==> src/source/side_ch_pkg.sv <==
// side channel iq capture shared types, sample and event structs and trigger codes
package side_ch_pkg;

	// largest number of 64-bit words in one UDP transfer (65507 bytes / 8)
	parameter integer UDP_MAX_SYMBOL = 8188;

	typedef logic [31:0] iq_t;              // q in [31:16], i in [15:0]
	typedef logic [63:0] dma_word_t;
	typedef logic [63:0] tsf_t;             // 802.11 timer
	typedef logic signed [10:0] rssi_t;     // half dB steps
	typedef logic [7:0] gpio_status_t;      // [7] agc lock, [6:0] gain

	// buffer word, antenna 1 in the upper half
	typedef struct packed {
		iq_t iq1;
		iq_t iq0;
	} iq_pair_t;

	// receiver events seen by the trigger unit
	typedef struct packed {
		logic         fcs_in_strobe;
		logic         fcs_ok;
		logic         free_run;
		rssi_t        rssi;
		gpio_status_t gpio_status;
	} rx_events_t;

	typedef enum logic [2:0] {
		FCS_ANY    = 3'd0, // any fcs strobe, or free run
		FCS_GOOD   = 3'd1,
		FCS_BAD    = 3'd2,
		RSSI_RISE  = 3'd3,
		RSSI_FALL  = 3'd4,
		AGC_UNLOCK = 3'd5, // lock to unlock
		AGC_LOCK   = 3'd6,
		GAIN_RISE  = 3'd7
	} trig_sel_e;

endpackage

==> src/source/dma_stream_select.sv <==
// dma stream select, picks loopback or capture stream and the dma start pulse
`timescale 1ns/10ps

module dma_stream_select (
	input  logic                   clk,
	input  logic                   rstn,
	input  logic [1:0]             start_mode,
	input  logic                   ext_start,
	input  logic                   reg_wren,
	input  logic [4:0]             reg_waddr,
	input  side_ch_pkg::dma_word_t lb_data,
	input  logic                   lb_valid,
	input  logic                   lb_last,
	input  side_ch_pkg::dma_word_t cap_word,
	input  logic                   cap_valid,
	output side_ch_pkg::dma_word_t data_to_ps,
	output logic                   data_to_ps_valid,
	output logic                   m_axis_start_1trans,
	output logic                   pl_ask_data
);

	logic len_wr_d1;
	logic len_wr_d2;
	logic auto_start;

	// dma length register is register 2
	always_ff @(posedge clk) begin
		if (!rstn) begin
			len_wr_d1 <= 1'b0;
			len_wr_d2 <= 1'b0;
		end else begin
			len_wr_d1 <= reg_wren && (reg_waddr == 5'd2);
			len_wr_d2 <= len_wr_d1;
		end
	end

	assign auto_start = len_wr_d1 && !len_wr_d2; // rising edge only

	always_comb begin
		case (start_mode)
			2'd0: begin // loopback of host stream
				m_axis_start_1trans = lb_last;
				data_to_ps          = lb_data;
				data_to_ps_valid    = lb_valid;
				pl_ask_data         = 1'b1;
			end
			2'd1: begin
				m_axis_start_1trans = auto_start;
				data_to_ps          = cap_word;
				data_to_ps_valid    = cap_valid;
				pl_ask_data         = 1'b0;
			end
			2'd2: begin
				m_axis_start_1trans = ext_start;
				data_to_ps          = cap_word;
				data_to_ps_valid    = cap_valid;
				pl_ask_data         = 1'b0;
			end
			default: begin // all off
				m_axis_start_1trans = 1'b0;
				data_to_ps          = '0;
				data_to_ps_valid    = 1'b0;
				pl_ask_data         = 1'b0;
			end
		endcase
	end

endmodule

==> config.mk <==
export PLATFORM = sky130hd
export DESIGN_NAME = dma_stream_select
export DESIGN_NICKNAME = d
export VERILOG_FILES = /design/src/source/side_ch_pkg.sv /design/src/source/dma_stream_select.sv
export SDC_FILE = /design/constraint.sdc
export NUM_CORES = 1
export LEC_CHECK = 0
export BUFFER_PORTS_ARGS = -buffer_cell sky130_fd_sc_hd__clkbuf_2
export CORE_AREA = 5 5 78 80
export DETAILED_ROUTE_END_ITERATION = 8
export DIE_AREA = 0 0 83 85
export GPL_ROUTABILITY_DRIVEN = 0
export PLACE_DENSITY = 0.67
export SLEW_MARGIN = 30
export SYNTH_ARGS = -nofsm -noshare
export SYNTH_HDL_FRONTEND = slang
export SYNTH_SLANG_ARGS = --single-unit
export TNS_END_PERCENT = 20
==> constraint.sdc <==
create_clock -name clk -period 5.5 [get_ports clk]
set_clock_uncertainty 0.1 [all_clocks]
set_input_delay 1.375 -clock clk [delete_from_list [all_inputs] [get_ports clk]]
set_output_delay 1.375 -clock clk [all_outputs]
set_load 0.05 [all_outputs]
==> run metrics <==
first-pass GRT wire length=9160 um; final core occ=0.396; initial antenna violation count=0; Die Ht=85 um; r2r setup slk=4.87 ns; full die area=0.00706 mm^2; Routed Antenna Nets=0; CTS H-tree lvls=1; Period minus WS final=4.54 ns; total global-route track usage=0.148; placed insts=429; Post-synth EDFFs=0; fin crit share=0.826; async set-reset flop share out of synthesis=0; cell with the most instances after synthesis=a22oi_1; Max Cap Viol=0; Max Buffers Root-to-Sink=2; CP Capture Type=primary output; post-synth net total=312; Starting DRT DRC Count=76; status=complete, no violations; relative slew slack=0.571; crit path DAT=3.07 ns; post-synth cell types=15; Std-Cell Core Area=0.00534 mm^2; DP Wirelength=4920 um; sequential-to-total area share from yosys stat=0.0395; RSZ-0062 raised after global routing=no; setup TNS=0 ns; CTS sink cnt=2; Port Buf Inserts=208; peak supply drop=0.175 mV; site row count=27; Slew @ Worst Pin=0.644 ns; syn avg cell area=6.11 um^2; Yosys reg bits=2; share of the synthesized area in the top cell type=0.488; DR vias/cell=4.61; Top cell by count, worst path=clkbuf_2; CP Data Required Time=4.03 ns; CTS Root Buffer Type=clkbuf_8; die width=83 um; Cell Area, Synth=0.00101 mm^2; P&R area growth vs syn=108%; First-pass DRT Iterations=5; Slew Viols, Final=0; fillcell total=567; CP Cell Sequence=clkbuf_2, inv_1, ha_2, buf_12, a22oi_1, nor2_1, clkbuf_2; Final Hold Vio Count=0; Starting Density=0.190; number of global-route vias before repair=1869; Synth area leaders=a22oi_1 49%, nor2_1 24%, buf_4 7.4%; Max stage delay cell, worst path=ha_2; Post-Layout Cell Count=432; Remaining DRCs=0; critical path startpoint category=input pin; NumNets Final=508; Post-synth top cells=66 x a22oi_1, 65 x nor2_1, 10 x buf_4; diodes inserted=0; GRT Residual Overflow=0; YS warnings=0; Leak=1.29 nW; area leader, netlist=a22oi_1; final setup vio count=0; placed cell areas=0.00207 mm^2; Hold Crit Class=reg -> reg; Worst Setup Path Type=in -> out; Fmax=0.220 GHz; # hold bufs at CTS=0; pin count of the biggest net entering global routing=35; worst-path fanout max=34; top_reg_cell synth=dfxtp_1; clk_lat worst skew=0.21 ns; IO Pins=209; Clock Pin Slew Worst Setup and Hold Paths=0.03 ns; final WL=5900 um; Avg WL per Cell=13.7 um; Cell Pwr Density=197 mW/mm^2; cts bufs inserted=3; share of cells above drive strength 1=0.606; cts repair resizes=0; Critical Path Max Stage Delay=0.74 ns; final instance area=0.00211 mm^2; Mapped Cells=166; postcts setup bufs=0; vias=1992; CTS tree=done
[stage by stage]
stage          worst slack, ns  power [mW]  hold WS (ns)
2_1_floorplan            0.972       0.260         0.330
3_3_place_gp             0.985       0.359         0.342
3_5_place_dp             0.938       0.361         0.349
4_1_cts                  0.941       0.420         0.358
5_1_grt                  0.786       0.441         0.388
6_report                 0.956       0.416         0.355
[report_power, final]
part	internal [mW]	switching, mW	leakage, nW
clock	0.0462	0.0104	0.0216
sequential	0.0147	0.0000204	0.0161
combinational	0.101	0.243	1.25
[final cells by class]
type,instances,area (um^2),area share
multi-input combinational,141,838,0.397
inverter,2,7.51,0.00355
timing repair buffer,212,1100,0.519
sequential,2,40.0,0.0189
tap,72,90.1,0.0426
clock buffer,3,41.3,0.0195
[cell families (layout without fill, tap and decap cells)]
kind of cell,after synthesis,count (layout),share of synthesized area
simple gates,70,70,0.279
compound gates,67,67,0.493
buf+inv,23,217,0.139
fa+ha+maj,4,4,0.0493
flops,2,2,0.0395
[final timing paths]
| kind | from | to | cells past startpoint |
|---|---|---|---|
| max reg2reg | len_wr_d1 | len_wr_d2 | 1 |
| max | start_mode[1] | data_to_ps[16] | 7 |
| min | len_wr_d1 | len_wr_d2 | 1 |
| min reg2reg | len_wr_d1 | len_wr_d2 | 1 |
[sequential cells by signal (all words and copies together), names as in the netlist]
register	flops
len_wr_d2	1
len_wr_d1	1
[worst max-delay path, delay by kind of cell]
kind                       cells  cell delay, ns
adders and majority gates      1            0.74
buffers and inverters          4            0.70
and+or+nand+nor                1            0.11
AOI/OAI and AO/OA              1            0.10
[cell usage in the layout, fill, tap and decap left out]
master    count
buf_12        2
ha_2          2
nor2_1       65
inv_1         2
clkbuf_2    208
nor4_2        1
clkbuf_8      3
nand3b_1      1
ha_1          2
a21oi_1       1
dfxtp_1       2
nand2_1       1
buf_4         2
and2_1        1
a22oi_1      66
or3b_1        1
[layer usage]
metal	share of wire	GRT usage	up-vias
met4	0.0066	0.0193	0
met5	0	0	-
met2	0.50	0.267	111
met1	0.40	0.176	876
met3	0.095	0.0485	4
li1	-	-	1001
(Power assumes the default switching activity.)
