==> config.mk <==
export PLATFORM = sky130hd
export DESIGN_NAME = iq_capture_seq
export DESIGN_NICKNAME = d
export VERILOG_FILES = /design/src/source/side_ch_pkg.sv /design/src/source/iq_capture_seq.sv
export SDC_FILE = /design/constraint.sdc
export NUM_CORES = 1
export LEC_CHECK = 0
export ABC_AREA = 1
export BUFFER_PORTS_ARGS = -buffer_cell sky130_fd_sc_hd__buf_2
export CAP_MARGIN = 5
export CORE_UTILIZATION = 50
export DETAILED_ROUTE_END_ITERATION = 8
export PLACE_DENSITY = 0.8
export SYNTH_ARGS = -nofsm -noshare
export SYNTH_HDL_FRONTEND = slang
export SYNTH_SLANG_ARGS = --single-unit
==> constraint.sdc <==
create_clock -name clk -period 5.3 [get_ports clk]
set_input_delay 0.53 -clock clk [delete_from_list [all_inputs] [get_ports clk]]
set_output_delay 0.53 -clock clk [all_outputs]
set_load 0.01 [all_outputs]
==> src/source/side_ch_pkg.sv <==
// side channel iq capture shared types, sample and event structs and trigger codes
package side_ch_pkg;

	// largest number of 64-bit words in one UDP transfer (65507 bytes / 8)
	parameter integer UDP_MAX_SYMBOL = 8188;

	typedef logic [31:0] iq_t;              // q in [31:16], i in [15:0]
	typedef logic [63:0] dma_word_t;
	typedef logic [63:0] tsf_t;             // 802.11 timer
	typedef logic signed [10:0] rssi_t;     // half dB steps
	typedef logic [7:0] gpio_status_t;      // [7] agc lock, [6:0] gain

	// buffer word, antenna 1 in the upper half
	typedef struct packed {
		iq_t iq1;
		iq_t iq0;
	} iq_pair_t;

	// receiver events seen by the trigger unit
	typedef struct packed {
		logic         fcs_in_strobe;
		logic         fcs_ok;
		logic         free_run;
		rssi_t        rssi;
		gpio_status_t gpio_status;
	} rx_events_t;

	typedef enum logic [2:0] {
		FCS_ANY    = 3'd0, // any fcs strobe, or free run
		FCS_GOOD   = 3'd1,
		FCS_BAD    = 3'd2,
		RSSI_RISE  = 3'd3,
		RSSI_FALL  = 3'd4,
		AGC_UNLOCK = 3'd5, // lock to unlock
		AGC_LOCK   = 3'd6,
		GAIN_RISE  = 3'd7
	} trig_sel_e;

endpackage

==> src/source/iq_capture_seq.sv <==
// iq capture sequencer, locks tsf on trigger and streams header plus buffered pairs
`timescale 1ns/10ps

module iq_capture_seq #(
	parameter int BUF_ADDR_WIDTH  = 10,
	parameter int DMA_COUNT_WIDTH = 14
) (
	input  logic                       clk,
	input  logic                       rstn,
	input  logic                       iq_trigger,
	input  logic                       iq_strobe,
	input  logic [BUF_ADDR_WIDTH-1:0]  wr_ptr,
	output logic [BUF_ADDR_WIDTH-1:0]  rd_addr,
	input  side_ch_pkg::iq_pair_t      rd_data,
	input  side_ch_pkg::tsf_t          tsf_runtime_val,
	input  logic [BUF_ADDR_WIDTH-1:0]  pre_trigger_len,
	input  logic [BUF_ADDR_WIDTH-1:0]  iq_len_target,
	input  logic [DMA_COUNT_WIDTH-1:0] m_axis_data_count,
	output side_ch_pkg::dma_word_t     cap_word,
	output logic                       cap_valid
);

	typedef enum logic [1:0] {
		WAIT,
		PREPARE,
		HEADER,
		STREAM
	} seq_state_e;

	seq_state_e                state;
	side_ch_pkg::tsf_t         tsf_lock;
	logic [BUF_ADDR_WIDTH-1:0] iq_count;
	logic                      space_ok;

	// free fifo space must hold header plus all samples
	assign space_ok = (side_ch_pkg::UDP_MAX_SYMBOL - int'(m_axis_data_count))
		>= (int'(iq_len_target) + 1);

	always_ff @(posedge clk) begin
		if (!rstn) begin
			state     <= WAIT;
			rd_addr   <= '0;
			iq_count  <= '0;
			cap_valid <= 1'b0;
		end else begin
			case (state)
				WAIT: begin
					cap_valid <= 1'b0;
					iq_count  <= '0;
					if (iq_trigger) begin
						rd_addr <= wr_ptr - pre_trigger_len; // back up into history
						state   <= PREPARE;
					end
				end
				PREPARE: begin
					state <= space_ok ? HEADER : WAIT; // no room, drop this trigger
				end
				HEADER: begin
					cap_valid <= 1'b1;
					state     <= (iq_len_target == '0) ? WAIT : STREAM;
				end
				STREAM: begin
					cap_valid <= iq_strobe;
					if (iq_strobe) begin
						rd_addr  <= rd_addr + 1'b1;
						iq_count <= iq_count + 1'b1;
						if (iq_count == iq_len_target - 1'b1)
							state <= WAIT; // last sample goes out now
					end
				end
				default: state <= WAIT;
			endcase
		end
	end

	// payload path
	always_ff @(posedge clk) begin
		if (state == WAIT && iq_trigger)
			tsf_lock <= tsf_runtime_val;
		if (state == HEADER)
			cap_word <= tsf_lock;
		else if (state == STREAM)
			cap_word <= rd_data; // word from previous read address
	end

endmodule

==> flow_summary.yaml, run 1 <==
status:
  outcome: "complete, no violations"
layout:
  instances_no_fill: 1078
  utilization_pct: 66.27
  syn_to_final_growth_pct: 27.82
  multi_input_area_mm2: 0.002670
  regArea_mm2: 0.004308
  fin_nets: 1086
  drive_above_1_share_pct: 40.63
  n_fill_cell: 1081
setup_path:
  ff2ff_path_depth: 4
  worstReg2RegStart: "state[1]$_SDFFE_PN0P_"
  crit_fanout: 67
  worstReg2RegEnd: "tsf_lock[9]$_DFFE_PP_"
  crit_arrival_ns: 2.61
  crit_path_start_kind: "register"
  end_kind: "register"
  critPathKind: "reg -> reg"
  required_ns: 5.34
  r2r_setup_slack_ns: 2.74
detailed_routing:
  drt_wl_total_um: 17060
  vias: 5466
  ant_nets: 0
  drt-pass1-iter-count: 4
  initialDrtViolationCount: 328
  routedWlPerCell_um: 15.83
  viasPerCell: 5.071
  drc: 0
synthesis:
  synthesis.area_mm2: 0.007281
  synth_top_cell_by_area: "edfxtp_1"
  ys_types: 41
  yosys.area_share.simple_pct: 12.85
  syn-instance-count: 625
  yosys.area_share.xor_xnor_pct: 3.678
  synth_top_flop_cell: "edfxtp_1"
  yosysMostFrequentCell: "edfxtp_1"
  yosysSeqAreaShare_pct: 59.12
  yosys_warnings: 0
  synth_area_leaders: "edfxtp_1 53%, mux2_2 9.9%, dfxtp_1 6.3%"
  synth-seq-cells: 151
  synth-edff-count: 128
  syn_avg_cell_area_um2: 11.65
  muxShareOfSynthArea_pct: 9.899
  synth_fa_ha_area_share_pct: 4.571
  synth_compound_area_share_pct: 5.465
  async_flop_share_pct: 0
  netlist.area_leader.share_pct: 52.79
  syn-num-nets: 827
  synth_top_family_by_area: "simple AND/OR/NAND/NOR gates"
  synth_common_cells: "128 x edfxtp_1, 84 x nand2_1, 65 x inv_1, 64 x mux2_2, 46 x nor2_1"
power_and_ir_drop:
  total_leakage_power_nw: 4.088
  ir_worst_vdd_v: 0.0002112
  pwr_density_cell_mw_per_mm2: 322.0
timing:
  tns_ns: 0
  setup_violations: 0
  layout_min_cycle_time_ns: 2.564
  clock.fmax_mhz: 390.1
  worst_pin_slew_ns: 0.9476
  slew_viol_final: 0
  maxSlewHeadroom_pct: 36.82
  post-route-period-util_pct: 48.37
  rsz0062_at_grt: "no"
  final_hold_viol_count: 0
  clock_skew_ns: 0.008758
die:
  die_h_um: 122.7
  initial_core_util_pct: 51.85
  die_area_mm2: 0.01505
  rows: 43
  ios: 251
  core-area_mm2: 0.01404
  die_w_um: 122.7
global_routing:
  grt_pass1_wl_um: 25910
  first_global_vias: 5240
  grt_max_degree: 68
  grtUsageTotal_pct: 23.03
  antenna_found_initial: 2
  overflow: 0
placement:
  io_buffers: 250
  dp_hpwl_um: 12710
  dp.cells: 1045
  globalplace.congestion: 0.9091
worst_hold_path:
  hold_path_depth: 1
  hp-start: "tsf_runtime_val[63]"
  min_path_type: "in -> reg"
  hold_end: "tsf_lock[63]$_DFFE_PP_"
job:
  maxCapViolations: 0
clocking:
  cts_htree_levels: 4
  cts.sinks: 151
  cts_resized: 0
  cts-hold-fix-buffers: 0
  cts_buffers: 17
  clk_path_buf_depth: 2
  cts_tree: "built"
  clkLatencyLatePin_ns: 0.41
  postCtsSetupBuffers: 0
  cts_root_buffer: "clkbuf_16"
  path_clk_slew_ns: 0.06
## sequential cells by signal, summed over array words and instances, names as in the netlist
register,cells
cap_word,64
tsf_lock,64
iq_count,10
rd_addr,10
state,2
cap_valid,1
## kinds of logic (layout without fill, tap and decap cells)
kind of cell               count (synthesis)  count (layout)
xor gates and xnor gates                  29              29
muxes                                     64              64
adders and majority gates                 26              26
DFF                                      151             151
AOI/OAI and AO/OA                         72              72
and+or+nand+nor                          203             203
other                                      0               2
buffers and inverters                     80             351
## layout make-up
| cell class | instances | share of cell area, % |
|---|---|---|
| diodes | 2 | 0.05378 |
| clock buffers | 17 | 4.571 |
| clock inverters | 14 | 1.586 |
| inverters | 69 | 2.864 |
| multi-input cells | 394 | 28.69 |
| flip-flops and latches | 151 | 46.29 |
| well taps | 180 | 2.420 |
| repair buffers | 251 | 13.53 |
## report_power, final
part | switching (mW) | internal, mW | leakage (nW)
clock network | 0.473 | 0.694 | 0.272
registers | 0.0490 | 1.39 | 1.38
logic | 0.210 | 0.177 | 2.43
total | 0.732 | 2.26 | 4.09
## worst max-delay path: stages, from the launching register on
cell	delay, ns
dfxtp_4	0.61
inv_1	0.23
nand2_2	0.13
nor2_4	0.58
buf_4	0.60
## how the worst max path moves through the flow
stage,slack [ns],endpoint,cells after the start,startpoint
floorplan,1.16,rd_addr[5]$_SDFFE_PN0P_,7,iq_trigger
global placement,2.61,state[1]$_SDFFE_PN0P_,17,iq_len_target[0]
detailed placement,2.54,state[1]$_SDFFE_PN0P_,17,iq_len_target[0]
CTS,2.63,tsf_lock[7]$_DFFE_PP_,4,state[1]$_SDFFE_PN0P_
global route,2.51,state[0]$_SDFFE_PN0P_,4,state[1]$_SDFFE_PN0P_
finish,2.74,tsf_lock[9]$_DFFE_PP_,4,state[1]$_SDFFE_PN0P_
## metal layers
layer | wire [µm] | track usage, % | vias to the layer above
li1 | - | - | 2728
met1 | 6877 | 26.16 | 2522
met2 | 8675 | 39.89 | 195
met3 | 1235 | 7.063 | 21
met4 | 275 | 9.832 | 0
met5 | 0 | 0 | -
## placed cells by master, fill, tap and decap left out, drive strengths merged, types with 3 or more instances in the layout
master,Yosys,layout
nand4,8,8
clkbuf,2,17
xor2,21,21
a31oi,9,9
clkinv,1,6
xnor2,7,7
clkinvlp,0,3
nand2,89,89
buf,9,251
a21oi,31,31
nor3,13,13
edfxtp,128,128
nor2,48,48
ha,25,25
nand3b,3,3
a21o,3,3
mux2,64,64
dfxtp,23,23
inv,68,72
o21ai,22,22
nand3,36,36
## stage by stage
step                      power (mW)  worst slack, ns  hold slack, ns  cell area, µm²
after global routing           3.123            2.510          0.2635            9306
after floorplan                1.693            1.156          0.4698            7281
after detailed placement       1.855            2.537          0.4998            8728
after global placement         1.841            2.612          0.4959            8728
final                          2.997            2.736          0.2869            9306
after CTS                      3.020            2.629          0.2671            9301
(Power assumes the default switching activity.)
==> inputs of run 2 (changes only) <==
- clock period: 5.3 -> 2.37 ns (I/O delays scaled with it)
==> run 2 against run 1 <==
  * Worst setup slack worse by 2.4 ns
  * Hold slack got worse by 0.26 ns
  * Cell count grew 6.1%
  * Largest power group unchanged
  * Highest routed layer unchanged
  * Critical path depth up 11
==> flow_summary.yaml, run 2 (synthesis gave the netlist of run 1 again) <==
status:
  outcome: "complete, no violations"
setup_path:
  worstReg2RegEnd: "iq_count[9]$_SDFFE_PN0P_"
  crit_fanout: 3
  critical_path_buf_inv_count: 2
  crit_arrival_ns: 2.33
  ff2ff_path_depth: 11
  cp_num_cells: 15
  worstReg2RegStart: "state[1]$_SDFFE_PN0P_"
  critPathTopFamily: "simple AND/OR/NAND/NOR gates"
  cpMaxStageDelayCell: "ha_1"
  end_kind: "register"
  endpoint: "state[1]$_SDFFE_PN0P_"
  cp_cell_sequence: "buf_2, inv_1, ha_1, nor2_1, nand2_1, nor2_1, xnor2_1, ha_1, a21oi_1, o21a_1, nand3_1, nor2_1, nand2_1, a21oi_1, a21oi_1"
  critPathKind: "in -> reg"
  critical_path.max_stage_delay_ns: 0.27
  r2r_setup_slack_ns: 0.44
  critPathLaunch: "m_axis_data_count[0]"
  crit_path_start_kind: "input pin"
  required_ns: 2.66
timing:
  clock.fmax_mhz: 490.9
  slew_viol_final: 0
  worst_slack_ns: 0.3328
  post-route-period-util_pct: 85.96
  layout_min_cycle_time_ns: 2.037
  setup_violations: 0
  maxSlewHeadroom_pct: 61.19
  final_hold_viol_count: 0
  worst_pin_slew_ns: 0.5821
  rsz0062_at_grt: "no"
  clock_skew_ns: 0.01169
power_and_ir_drop:
  total_leakage_power_nw: 4.391
  ir_worst_vdd_v: 0.0005159
  pwr_density_cell_mw_per_mm2: 699.9
layout:
  n_fill_cell: 977
  fin_nets: 1152
  instances_no_fill: 1144
  drive_above_1_share_pct: 38.73
  final_cell_mix: "250 x buf_2, 128 x edfxtp_1, 83 x nand2_1, 65 x inv_1, 64 x mux2_2"
  reg_top3: "cap_word (64), tsf_lock (64)"
  syn_to_final_growth_pct: 37.29
  mostFrequentLayoutCell: "buf_2"
die:
  die_h_um: 122.7
  die_w_um: 122.7
  ios: 251
  die_area_mm2: 0.01505
  rows: 43
  core-area_mm2: 0.01404
  initial_core_util_pct: 51.85
clocking:
  cts_buffers: 17
  clkLatencyLatePin_ns: 0.42
  cts_root_buffer: "clkbuf_16"
  clk_path_buf_depth: 2
  path_clk_slew_ns: 0.06
  cts_htree_levels: 4
  cts_resized: 0
  postCtsSetupBuffers: 0
  cts_tree: "built"
  cts-hold-fix-buffers: 59
  cts.sinks: 151
global_routing:
  grt_pass1_wl_um: 28780
  first_global_vias: 5896
  grtUsageTotal_pct: 25.50
  antenna_found_initial: 1
  grt_max_degree: 63
  overflow: 0
placement:
  io_buffers: 250
  globalplace.congestion: 0.9263
  post-place-ws_ns: -0.06420
  dp.cells: 1052
  dp_hpwl_um: 13340
detailed_routing:
  drt_wl_total_um: 18860
  drt-pass1-iter-count: 6
  initialDrtViolationCount: 360
  viasPerCell: 5.109
  ant_nets: 0
  routedWlPerCell_um: 16.49
  vias: 5845
  drc: 0
worst_hold_path:
  hold_path_depth: 1
  min_path_type: "in -> reg"
job:
  maxCapViolations: 0
## run 2: changes by cell type in the layout (fill, tap and decap cells not counted), sizes merged
cell         before  now
clkinv            6    4
inv              72   74
diode             2    1
buf             251  258
dlygate4sd3       0   59
bufinv            2    3
## run 2: worst min-delay path by stage
stage	startpoint	end	slack (ns)
2_1_floorplan	tsf_runtime_val[0]	tsf_lock[0]$_DFFE_PP_	0.34
3_3_place_gp	tsf_runtime_val[33]	tsf_lock[33]$_DFFE_PP_	0.41
3_5_place_dp	tsf_runtime_val[59]	tsf_lock[59]$_DFFE_PP_	0.42
4_1_cts	tsf_runtime_val[1]	tsf_lock[1]$_DFFE_PP_	0.001
5_1_grt	tsf_runtime_val[1]	tsf_lock[1]$_DFFE_PP_	0.006
6_report	tsf_runtime_val[1]	tsf_lock[1]$_DFFE_PP_	0.02
## run 2: layer usage
metal	up-vias	share of wire, %	GRT usage, %
met2	242	52	44.59
met1	2701	39	29.60
met3	39	7.0	5.623
met4	0	2.9	11.97
li1	2863	-	-
met5	-	0	0
## run 2: through the flow
stage	cell area, µm²	hold slack (ns)	total power, mW	TNS (ns)	util (%)
after CTS	9993	0.001239	7.032	0	71.17
after floorplan	7289	0.3359	3.778	0	-
after global placement	8788	0.4139	4.125	0	62.59
after detailed placement	8788	0.4152	4.162	-0.06420	62.59
after global routing	9996	0.006289	7.292	0	71.18
final	9996	0.02445	6.996	0	71.18
## run 2: where the power goes
part	total (mW)	internal [mW]	switching, mW
Combinational	0.990	0.468	0.522
Clock	2.80	1.68	1.11
Sequential	3.21	3.12	0.0929
Total	7.00	5.27	1.73
## run 2: area by class of cell
cell class	count	area (µm²)	area share (%)
inverters	69	266.5	2.666
repair buffers	317	1914	19.15
flip-flops and latches	151	4308	43.10
well taps	180	225.2	2.253
diodes	1	2.502	0.02503
multi-input cells	394	2665	26.66
clock buffers	17	425.4	4.256
clock inverters	15	188.9	1.890
