==> config.mk <==
export PLATFORM = sky130hd
export DESIGN_NAME = iq_trigger
export DESIGN_NICKNAME = d
export VERILOG_FILES = /design/src/source/side_ch_pkg.sv /design/src/source/iq_trigger.sv
export SDC_FILE = /design/constraint.sdc
export NUM_CORES = 1
export LEC_CHECK = 0
export BUFFER_PORTS_ARGS = -buffer_cell sky130_fd_sc_hd__buf_4
export CELL_PAD_IN_SITES_DETAIL_PLACEMENT = 0
export CELL_PAD_IN_SITES_GLOBAL_PLACEMENT = 1
export CORE_ASPECT_RATIO = 0.6
export CORE_MARGIN = 3
export CORE_UTILIZATION = 41
export CTS_BUF_LIST = sky130_fd_sc_hd__clkbuf_16
export DETAILED_ROUTE_END_ITERATION = 8
export PLACE_DENSITY_LB_ADDON = 0.1
export SYNTH_ARGS = -nofsm -noshare
export SYNTH_HDL_FRONTEND = slang
export SYNTH_SLANG_ARGS = --single-unit
==> constraint.sdc <==
create_clock -name clk -period 2.6 [get_ports clk]
set_input_delay 0.13 -clock clk [delete_from_list [all_inputs] [get_ports clk]]
set_output_delay 0.13 -clock clk [all_outputs]
set_load 0.005 [all_outputs]
==> src/source/side_ch_pkg.sv <==
// side channel iq capture shared types, sample and event structs and trigger codes
package side_ch_pkg;

	// largest number of 64-bit words in one UDP transfer (65507 bytes / 8)
	parameter integer UDP_MAX_SYMBOL = 8188;

	typedef logic [31:0] iq_t;              // q in [31:16], i in [15:0]
	typedef logic [63:0] dma_word_t;
	typedef logic [63:0] tsf_t;             // 802.11 timer
	typedef logic signed [10:0] rssi_t;     // half dB steps
	typedef logic [7:0] gpio_status_t;      // [7] agc lock, [6:0] gain

	// buffer word, antenna 1 in the upper half
	typedef struct packed {
		iq_t iq1;
		iq_t iq0;
	} iq_pair_t;

	// receiver events seen by the trigger unit
	typedef struct packed {
		logic         fcs_in_strobe;
		logic         fcs_ok;
		logic         free_run;
		rssi_t        rssi;
		gpio_status_t gpio_status;
	} rx_events_t;

	typedef enum logic [2:0] {
		FCS_ANY    = 3'd0, // any fcs strobe, or free run
		FCS_GOOD   = 3'd1,
		FCS_BAD    = 3'd2,
		RSSI_RISE  = 3'd3,
		RSSI_FALL  = 3'd4,
		AGC_UNLOCK = 3'd5, // lock to unlock
		AGC_LOCK   = 3'd6,
		GAIN_RISE  = 3'd7
	} trig_sel_e;

endpackage

==> src/source/iq_trigger.sv <==
// iq trigger unit, turns receiver events into the selected one-cycle trigger pulse
`timescale 1ns/10ps

module iq_trigger (
	input  logic                     clk,
	input  logic                     rstn,
	input  side_ch_pkg::rx_events_t  rx_ev,
	input  side_ch_pkg::trig_sel_e   trig_sel,
	input  side_ch_pkg::rssi_t       rssi_th,
	input  logic [6:0]               gain_th,
	output logic                     iq_trigger
);

	side_ch_pkg::rssi_t        rssi_reg;
	side_ch_pkg::gpio_status_t gpio_reg;

	logic rssi_rise;
	logic rssi_fall;
	logic agc_unlock;
	logic agc_lock;
	logic gain_rise;

	// previous-cycle copies and edge detection against them
	always_ff @(posedge clk) begin
		if (!rstn) begin
			rssi_reg   <= '0;
			gpio_reg   <= '0;
			rssi_rise  <= 1'b0;
			rssi_fall  <= 1'b0;
			agc_unlock <= 1'b0;
			agc_lock   <= 1'b0;
			gain_rise  <= 1'b0;
		end else begin
			rssi_reg <= rx_ev.rssi;
			gpio_reg <= rx_ev.gpio_status;

			// threshold crossings, signed compare
			rssi_rise <= (rssi_reg < rssi_th) && (rx_ev.rssi >= rssi_th);
			rssi_fall <= (rssi_reg >= rssi_th) && (rx_ev.rssi < rssi_th);

			agc_unlock <= gpio_reg[7] && !rx_ev.gpio_status[7];
			agc_lock   <= !gpio_reg[7] && rx_ev.gpio_status[7];

			gain_rise <= (gpio_reg[6:0] < gain_th) && (rx_ev.gpio_status[6:0] >= gain_th);
		end
	end

	// fcs events go straight in, level events are one cycle later
	always_ff @(posedge clk) begin
		if (!rstn) begin
			iq_trigger <= 1'b0;
		end else begin
			case (trig_sel)
				side_ch_pkg::FCS_ANY:
					iq_trigger <= rx_ev.fcs_in_strobe || rx_ev.free_run;
				side_ch_pkg::FCS_GOOD:
					iq_trigger <= rx_ev.fcs_in_strobe && rx_ev.fcs_ok;
				side_ch_pkg::FCS_BAD:
					iq_trigger <= rx_ev.fcs_in_strobe && !rx_ev.fcs_ok;
				side_ch_pkg::RSSI_RISE:  iq_trigger <= rssi_rise;
				side_ch_pkg::RSSI_FALL:  iq_trigger <= rssi_fall;
				side_ch_pkg::AGC_UNLOCK: iq_trigger <= agc_unlock;
				side_ch_pkg::AGC_LOCK:   iq_trigger <= agc_lock;
				side_ch_pkg::GAIN_RISE:  iq_trigger <= gain_rise;
				default:                 iq_trigger <= 1'b0;
			endcase
		end
	end

endmodule

==> impl_results.md, run 1 <==
* Status: completed
* DR pass1 iterations at 4
* Worst-skew pair later-pin latency at 0.25 ns
* Drt drc at 0
* Clock transition at path regs at 0.06 ns
* Core area at between 3000 and 4000 um2
* Top cells by count, synth: ha_1 (35), dfxtp_1 (25), inv_1 (22)
* Final setup margin at around 0.84 ns
* Synth top area share at between 30% and 40%
* Sequential fraction of the synthesis area at approximately 32%
* GRT Resource Usage Total at about 15%
* Tightest Hold Check Type: input port to register
* Clock buffer count from CTS at 3
* Finished Core Util at a little under 60%
* Distinct cell type count of the synthesized netlist at 36
* Worst vdd ir at 384 uV
* Maximum clock insertion buffer count at 2
* Area of the multi-input gates at just under 1000 um2
* Fillcell total at slightly below 300
* Placed Area at ~2000 um2
* I/O pin cnt at between 40 and 50
* Gate Count Post-Synth at 164
* Die extent in y at between 50 and 60 um
* Synth async-reset ratio at 0%
* Buffers on Ports at 45
* WL per Instance at 13.4 um
* Post-Route WL at 3430 um
* Register area at 500 um2
* Setup bufs post-CTS at 0
* Final ANT Viol Nets at 0
* Iter 0 DRT Violations at 80
* Setup TNS at 0 ns
* Count leader, synth: ha_1
* # rows at 16
* Primary FF master, synth: dfxtp_1
* Minimum clock period at between 1.5 and 2 ns
* Reg2reg start: rssi_reg[8]$_SDFF_PN0_
* Syn Area/Cell at 9.54 um2
* Hold_ws at between 0.04 and 0.05 ns
* CP cell instances: ha_1, a21o_1, a211oi_2, nand4b_1, o21bai_1, a221oi_1
* Slowest CP cell: dfxtp_1
* Clk_skew at 0.00450 ns
* Hold Fails Final Rpt at 0
* Vias in the first global route at ~1300
* Pin slew with the least headroom to its limit at 0.421 ns
* Final nets at 292
* Max incr delay on CP at ~0.3 ns
* Worst flop-to-flop path endpoint: rssi_rise$_SDFF_PN0_
* Ant diodes at 0
* # H-tree levels at 1
* Placed Instances at 252
* Worst slack at placement at 0.897 ns
* Layout cells sized above 1 at about a quarter
* Vias at about 1300
* Routed vias/inst at around 5
* Crit Path Class: register to register
* Synth Net Count at between 200 and 250
* Global-route wire length before repair at around 5500 um
* Hold Buf Count CTS at 0
* Finished Layout Cells at ~260
* Pwr Total at approximately 0.96 mW
* Required time of the critical path at about 2.8 ns
* Leakage at ~1.1 nW
* R2R Setup Slk at 0.84 ns
* Final worst path period share at between 60 and 70%
* Initial core utilization at between 40% and 50%
* R2R cell count at 6
* Die Area at 4620 um2
* Power density over the cells at 471 nW/um2
* Critical Path End: rssi_rise$_SDFF_PN0_
* Worst Path Max Fanout at 2
* Clock sinks at 25
* CTS tree: built
* Dpl hpwl at 2850 um
* Max cap viols at 0
* Max FFs per register at 11
* Die W at between 80 and 90 um
* Placer Congestion at around 0.8
* Worst Setup SP: rssi_reg[8]$_SDFF_PN0_
* Largest net degree at the start of global routing at 23
* Flop and latch count out of synthesis at 25
* Worst Setup End Kind: register
* CTS root buffer: clkbuf_16
* Post-CTS sizing at 0
* Arr. time, crit path at between 1.5 and 2 ns
* Synth top area cells: dfxtp_1 (32%), ha_1 (28%), and2_1 (6.8%)
* Final instance area at between 2000 and 2500 um2
* Yosys top cell by area: dfxtp_1
* Initial antenna violation count at 0
* Number of flops mapped to enable cells by yosys at 0
* Final Max Slew Viols at 0
* Crit path launch type: register
* Post-synthesis cell area at about 1600 um2
* Congestion Overflow GR at 0
* Setup Viol. Count Final at 0
* Syn. warnings at 0
* Fmax at roughly 570 MHz
* RSZ-0062 raised after global routing: no
* Area added between synthesis and finish at 29.8%
* Rel. slew slack at a little under three quarters
cell families (layout without fill, tap and decap cells):
kind of cell	count (synthesis)	count (layout)	share of synthesized area, %
buffers and inverters	24	71	5.76
and+or+nand+nor	42	42	15.4
muxes	2	2	2.08
DFF	25	25	32.0
adders and majority gates	35	35	28.0
AOI/OAI and AO/OA	36	36	16.7
worst max-delay path, delay by kind of cell (launching register included):
family | cells | cell delay (ns)
compound gates | 4 | 0.93
flops | 1 | 0.30
fa+ha+maj | 1 | 0.29
simple gates | 1 | 0.15
metal layers:
layer  part of all wire [%]  wire [um]  global-route usage (%)  vias to the layer above
li1                       -          -                       -                      674
met1                     52       1770                    21.6                      557
met2                     38       1310                    23.7                       52
met3                    9.4        323                    4.13                        4
met4                   0.44         15                    2.11                        0
met5                      0          0                       0                        -
placed cells by master (no fill, tap or decap), types with 2 or more instances in the layout:
master and count:
buf_4 45, ha_1 35, dfxtp_1 25, inv_1 23, and2_1 17, a21o_1 8, nand2_1 7, a21oi_1 6
nor2_1 5, o21ai_0 4, a31oi_1 3, clkbuf_16 3, and3_1 2, nand4_1 2, nand2b_1 2, o2111ai_1 2
a211oi_1 2
power by group:
group / internal, mW / total [mW] / leakage, nW / switching [mW]
logic: 0.117 / 0.215 / 0.836 / 0.0980
registers: 0.406 / 0.412 / 0.208 / 0.00670
clock network: 0.205 / 0.328 / 0.0423 / 0.123
total: 0.727 / 0.955 / 1.09 / 0.228
area by class of cell:
class,instances,area share (%)
multi-input cells,115,48.0
clock buffers,3,3.70
repair buffers,45,16.6
flip-flops and latches,25,24.7
clock inverters,1,0.185
inverters,22,4.07
well taps,45,2.77
how the worst min path moves through the flow:
stage                  start               endpoint  slack, ns  depth (start not counted)
global placement    rx_ev[7]  agc_unlock$_SDFF_PN0_       0.30                          2
detailed placement  rx_ev[7]  agc_unlock$_SDFF_PN0_       0.31                          2
finish              rx_ev[7]  agc_unlock$_SDFF_PN0_       0.05                          2
global route        rx_ev[7]  agc_unlock$_SDFF_PN0_       0.04                          2
CTS                 rx_ev[7]  agc_unlock$_SDFF_PN0_       0.04                          2
floorplan           rx_ev[7]  agc_unlock$_SDFF_PN0_       0.20                          1
(Power assumes the default switching activity.)
==> run 2: changes to the inputs <==
--- a/config.mk
+++ b/config.mk
@@ -10,7 +10,7 @@
 export CELL_PAD_IN_SITES_GLOBAL_PLACEMENT = 1
 export CORE_ASPECT_RATIO = 0.6
 export CORE_MARGIN = 3
-export CORE_UTILIZATION = 41
+export CORE_UTILIZATION = 38
 export CTS_BUF_LIST = sky130_fd_sc_hd__clkbuf_16
 export DETAILED_ROUTE_END_ITERATION = 8
 export PLACE_DENSITY_LB_ADDON = 0.1
==> constraint.sdc (replaced) <==
create_clock -name clk -period 1.7 [get_ports clk]
set_input_delay 0.085 -clock clk [delete_from_list [all_inputs] [get_ports clk]]
set_output_delay 0.085 -clock clk [all_outputs]
set_load 0.005 [all_outputs]
==> run 2 against run 1 <==
- register-to-register slack got worse by 0.78 ns
- sequential share of layout area decreased by 0.59 points
- count of clock-buffer cells in the layout stayed put
- utilization down 4.3 points
- via count barely moved
- critical path depth unchanged
- setup slack got worse by 0.78 ns
- wire length grew 2.0%
==> impl_results.md, run 2 (synthesis gave the netlist of run 1 again) <==
* Crit path launch type: register (unchanged)
* Hold Fails Final Rpt at 0 (unchanged)
* R2R Setup Slk at 0.06 ns (was 0.84 ns)
* Buffers on Ports at 45 (unchanged)
* Tightest Hold Check Type: input port to register (unchanged)
* Placed Area at 1950 um2 (about the same)
* Iter 0 DRT Violations at 34 (was 80)
* Die W at 88.8 um (was 85.7 um)
* Final setup margin at 0.0640 ns (was 0.842 ns)
* I/O pin cnt at 46 (unchanged)
* Clock buffer count from CTS at 3 (unchanged)
* Area added between synthesis and finish at 33.0% (was 29.8%)
* Ant diodes at 0 (unchanged)
* Layout cells sized above 1 at 27.2% (was 25.6%)
* Worst vdd ir at 308 uV (was 384 uV)
* Arr. time, crit path at 1.82 ns (was 1.91 ns)
* GRT Resource Usage Total at 14.0% (was 15.2%)
* Finished Layout Cells at 260 (was 256)
* Pin slew with the least headroom to its limit at 0.361 ns (was 0.421 ns)
* CTS tree: built (unchanged)
* Clock transition at path regs at 0.06 ns (about the same)
* Initial core utilization at 41.1% (was 45.4%)
* Pwr Total at 1.50 mW (was 0.955 mW)
* Final ANT Viol Nets at 0 (unchanged)
* Placed Instances at 254 (was 252)
* Worst Path Max Fanout at 2 (unchanged)
* Clock sinks at 25 (unchanged)
* Placer Congestion at 0.818 (was 0.797)
* # H-tree levels at 1 (unchanged)
* Initial antenna violation count at 0 (unchanged)
* Final Max Slew Viols at 0 (unchanged)
* Final nets at 294 (was 292)
* Dpl hpwl at 2870 um (was 2850 um)
* Drt drc at 0 (unchanged)
* Fillcell total at 366 (was 298)
* Die Area at 4950 um2 (was 4620 um2)
* Worst Setup SP: rssi_reg[8]$_SDFF_PN0_ (unchanged)
* Congestion Overflow GR at 0 (unchanged)
* Global-route wire length before repair at 5470 um (was 5550 um)
* Clk_skew at 0.00415 ns (was 0.00450 ns)
* Largest net degree at the start of global routing at 23 (unchanged)
* Most frequent cells in the layout: buf_4 (46), ha_1 (34), dfxtp_1 (25) (was buf_4 (45), ha_1 (35), dfxtp_1 (25))
* Leakage at 1.10 nW (was 1.09 nW)
* DR pass1 iterations at 4 (unchanged)
* Final instance area at 2080 um2 (was 2030 um2)
* Power density over the cells at 720 nW/um2 (was 471 nW/um2)
* # rows at 17 (was 16)
* Worst slack at placement at 0.00543 ns (was 0.897 ns)
* Die extent in y at 55.7 um (was 53.8 um)
* Finished Core Util at 54.6% (was 58.9%)
* CTS root buffer: clkbuf_16 (unchanged)
* Fmax at 611 MHz (was 569 MHz)
* Post-Route WL at 3500 um (was 3430 um)
* Min-delay src: rx_ev[2] (was rx_ev[7])
* Final worst path period share at 96.2% (was 67.6%)
* Status: completed (unchanged)
* Worst Setup End Kind: register (unchanged)
* Rel. slew slack at 75.3% (was 71.2%)
* Vias at 1286 (was 1287)
* Minimum clock period at 1.64 ns (was 1.76 ns)
* Vias in the first global route at 1241 (was 1268)
* Required time of the critical path at 1.88 ns (was 2.75 ns)
* Max FFs per register at 11 (unchanged)
* Max cap viols at 0 (unchanged)
* Core area at 3810 um2 (was 3440 um2)
* Most common cell after layout, fill and taps aside: buf_4 (unchanged)
* Setup Viol. Count Final at 0 (unchanged)
* Routed vias/inst at 4.95 (was 5.03)
* Crit Path Class: register to register (unchanged)
* WL per Instance at 13.4 um (about the same)
* Maximum clock insertion buffer count at 2 (unchanged)
* Reg2reg start: rssi_reg[8]$_SDFF_PN0_ (unchanged)
* Worst-skew pair later-pin latency at 0.26 ns (was 0.25 ns)
-- run 2: final cells by class --
type / instances / area, um2 / share of cell area, %
sequential: 25 / 500 / 24.1
clock inverter: 1 / 3.75 / 0.181
multi-input combinational: 115 / 1000 / 48.3
clock buffer: 3 / 75.1 / 3.61
timing repair buffer: 47 / 355 / 17.1
tap: 47 / 58.8 / 2.83
inverter: 22 / 82.6 / 3.97
-- run 2: metrics by stage --
step                hold slack (ns)  setup TNS, ns
finish                       0.0414              0
global route                 0.0430        -0.0321
CTS                          0.0417              0
detailed placement            0.257              0
global placement              0.256              0
floorplan                     0.157              0
-- run 2: where the power goes --
| part | internal [mW] | switching, mW | leakage, nW | total, mW |
|---|---|---|---|---|
| Sequential | 0.620 | 0.0108 | 0.208 | 0.631 |
| Combinational | 0.189 | 0.156 | 0.849 | 0.345 |
| Clock | 0.315 | 0.206 | 0.0423 | 0.521 |
| Total | 1.12 | 0.373 | 1.10 | 1.50 |
-- run 2: per-layer routing --
layer	share of wire (%)	vias to the layer above	GRT usage [%]
met5	0	-	0
met4	0.77	0	2.59
met3	6.1	4	3.55
met2	38	39	18.7
met1	55	564	22.3
li1	-	679	-
-- run 2: what timing repair did --
action | in CTS | in global routing
resized for setup | 0 | 4
setup endpoints to repair | 1 | 1
gates cloned | 0 | 0
pin swaps | 1 | 4
setup buffers | 0 | 1
hold buffers | 1 | 0
endpoints found under the hold margin | 1 | 0
-- run 2: final timing paths --
kind,end,depth (start not counted)
min reg2reg,agc_lock$_SDFF_PN0_,1
max,rssi_rise$_SDFF_PN0_,6
max reg2reg,rssi_rise$_SDFF_PN0_,6
min,gpio_reg[2]$_SDFF_PN0_,2
-- run 2: critical path: stages, from the launching register on --
cell,delay [ns]
dfxtp_1,0.36
ha_4,0.21
a21o_1,0.16
a211oi_2,0.27
nand4b_1,0.16
o21bai_4,0.20
a221oi_2,0.20
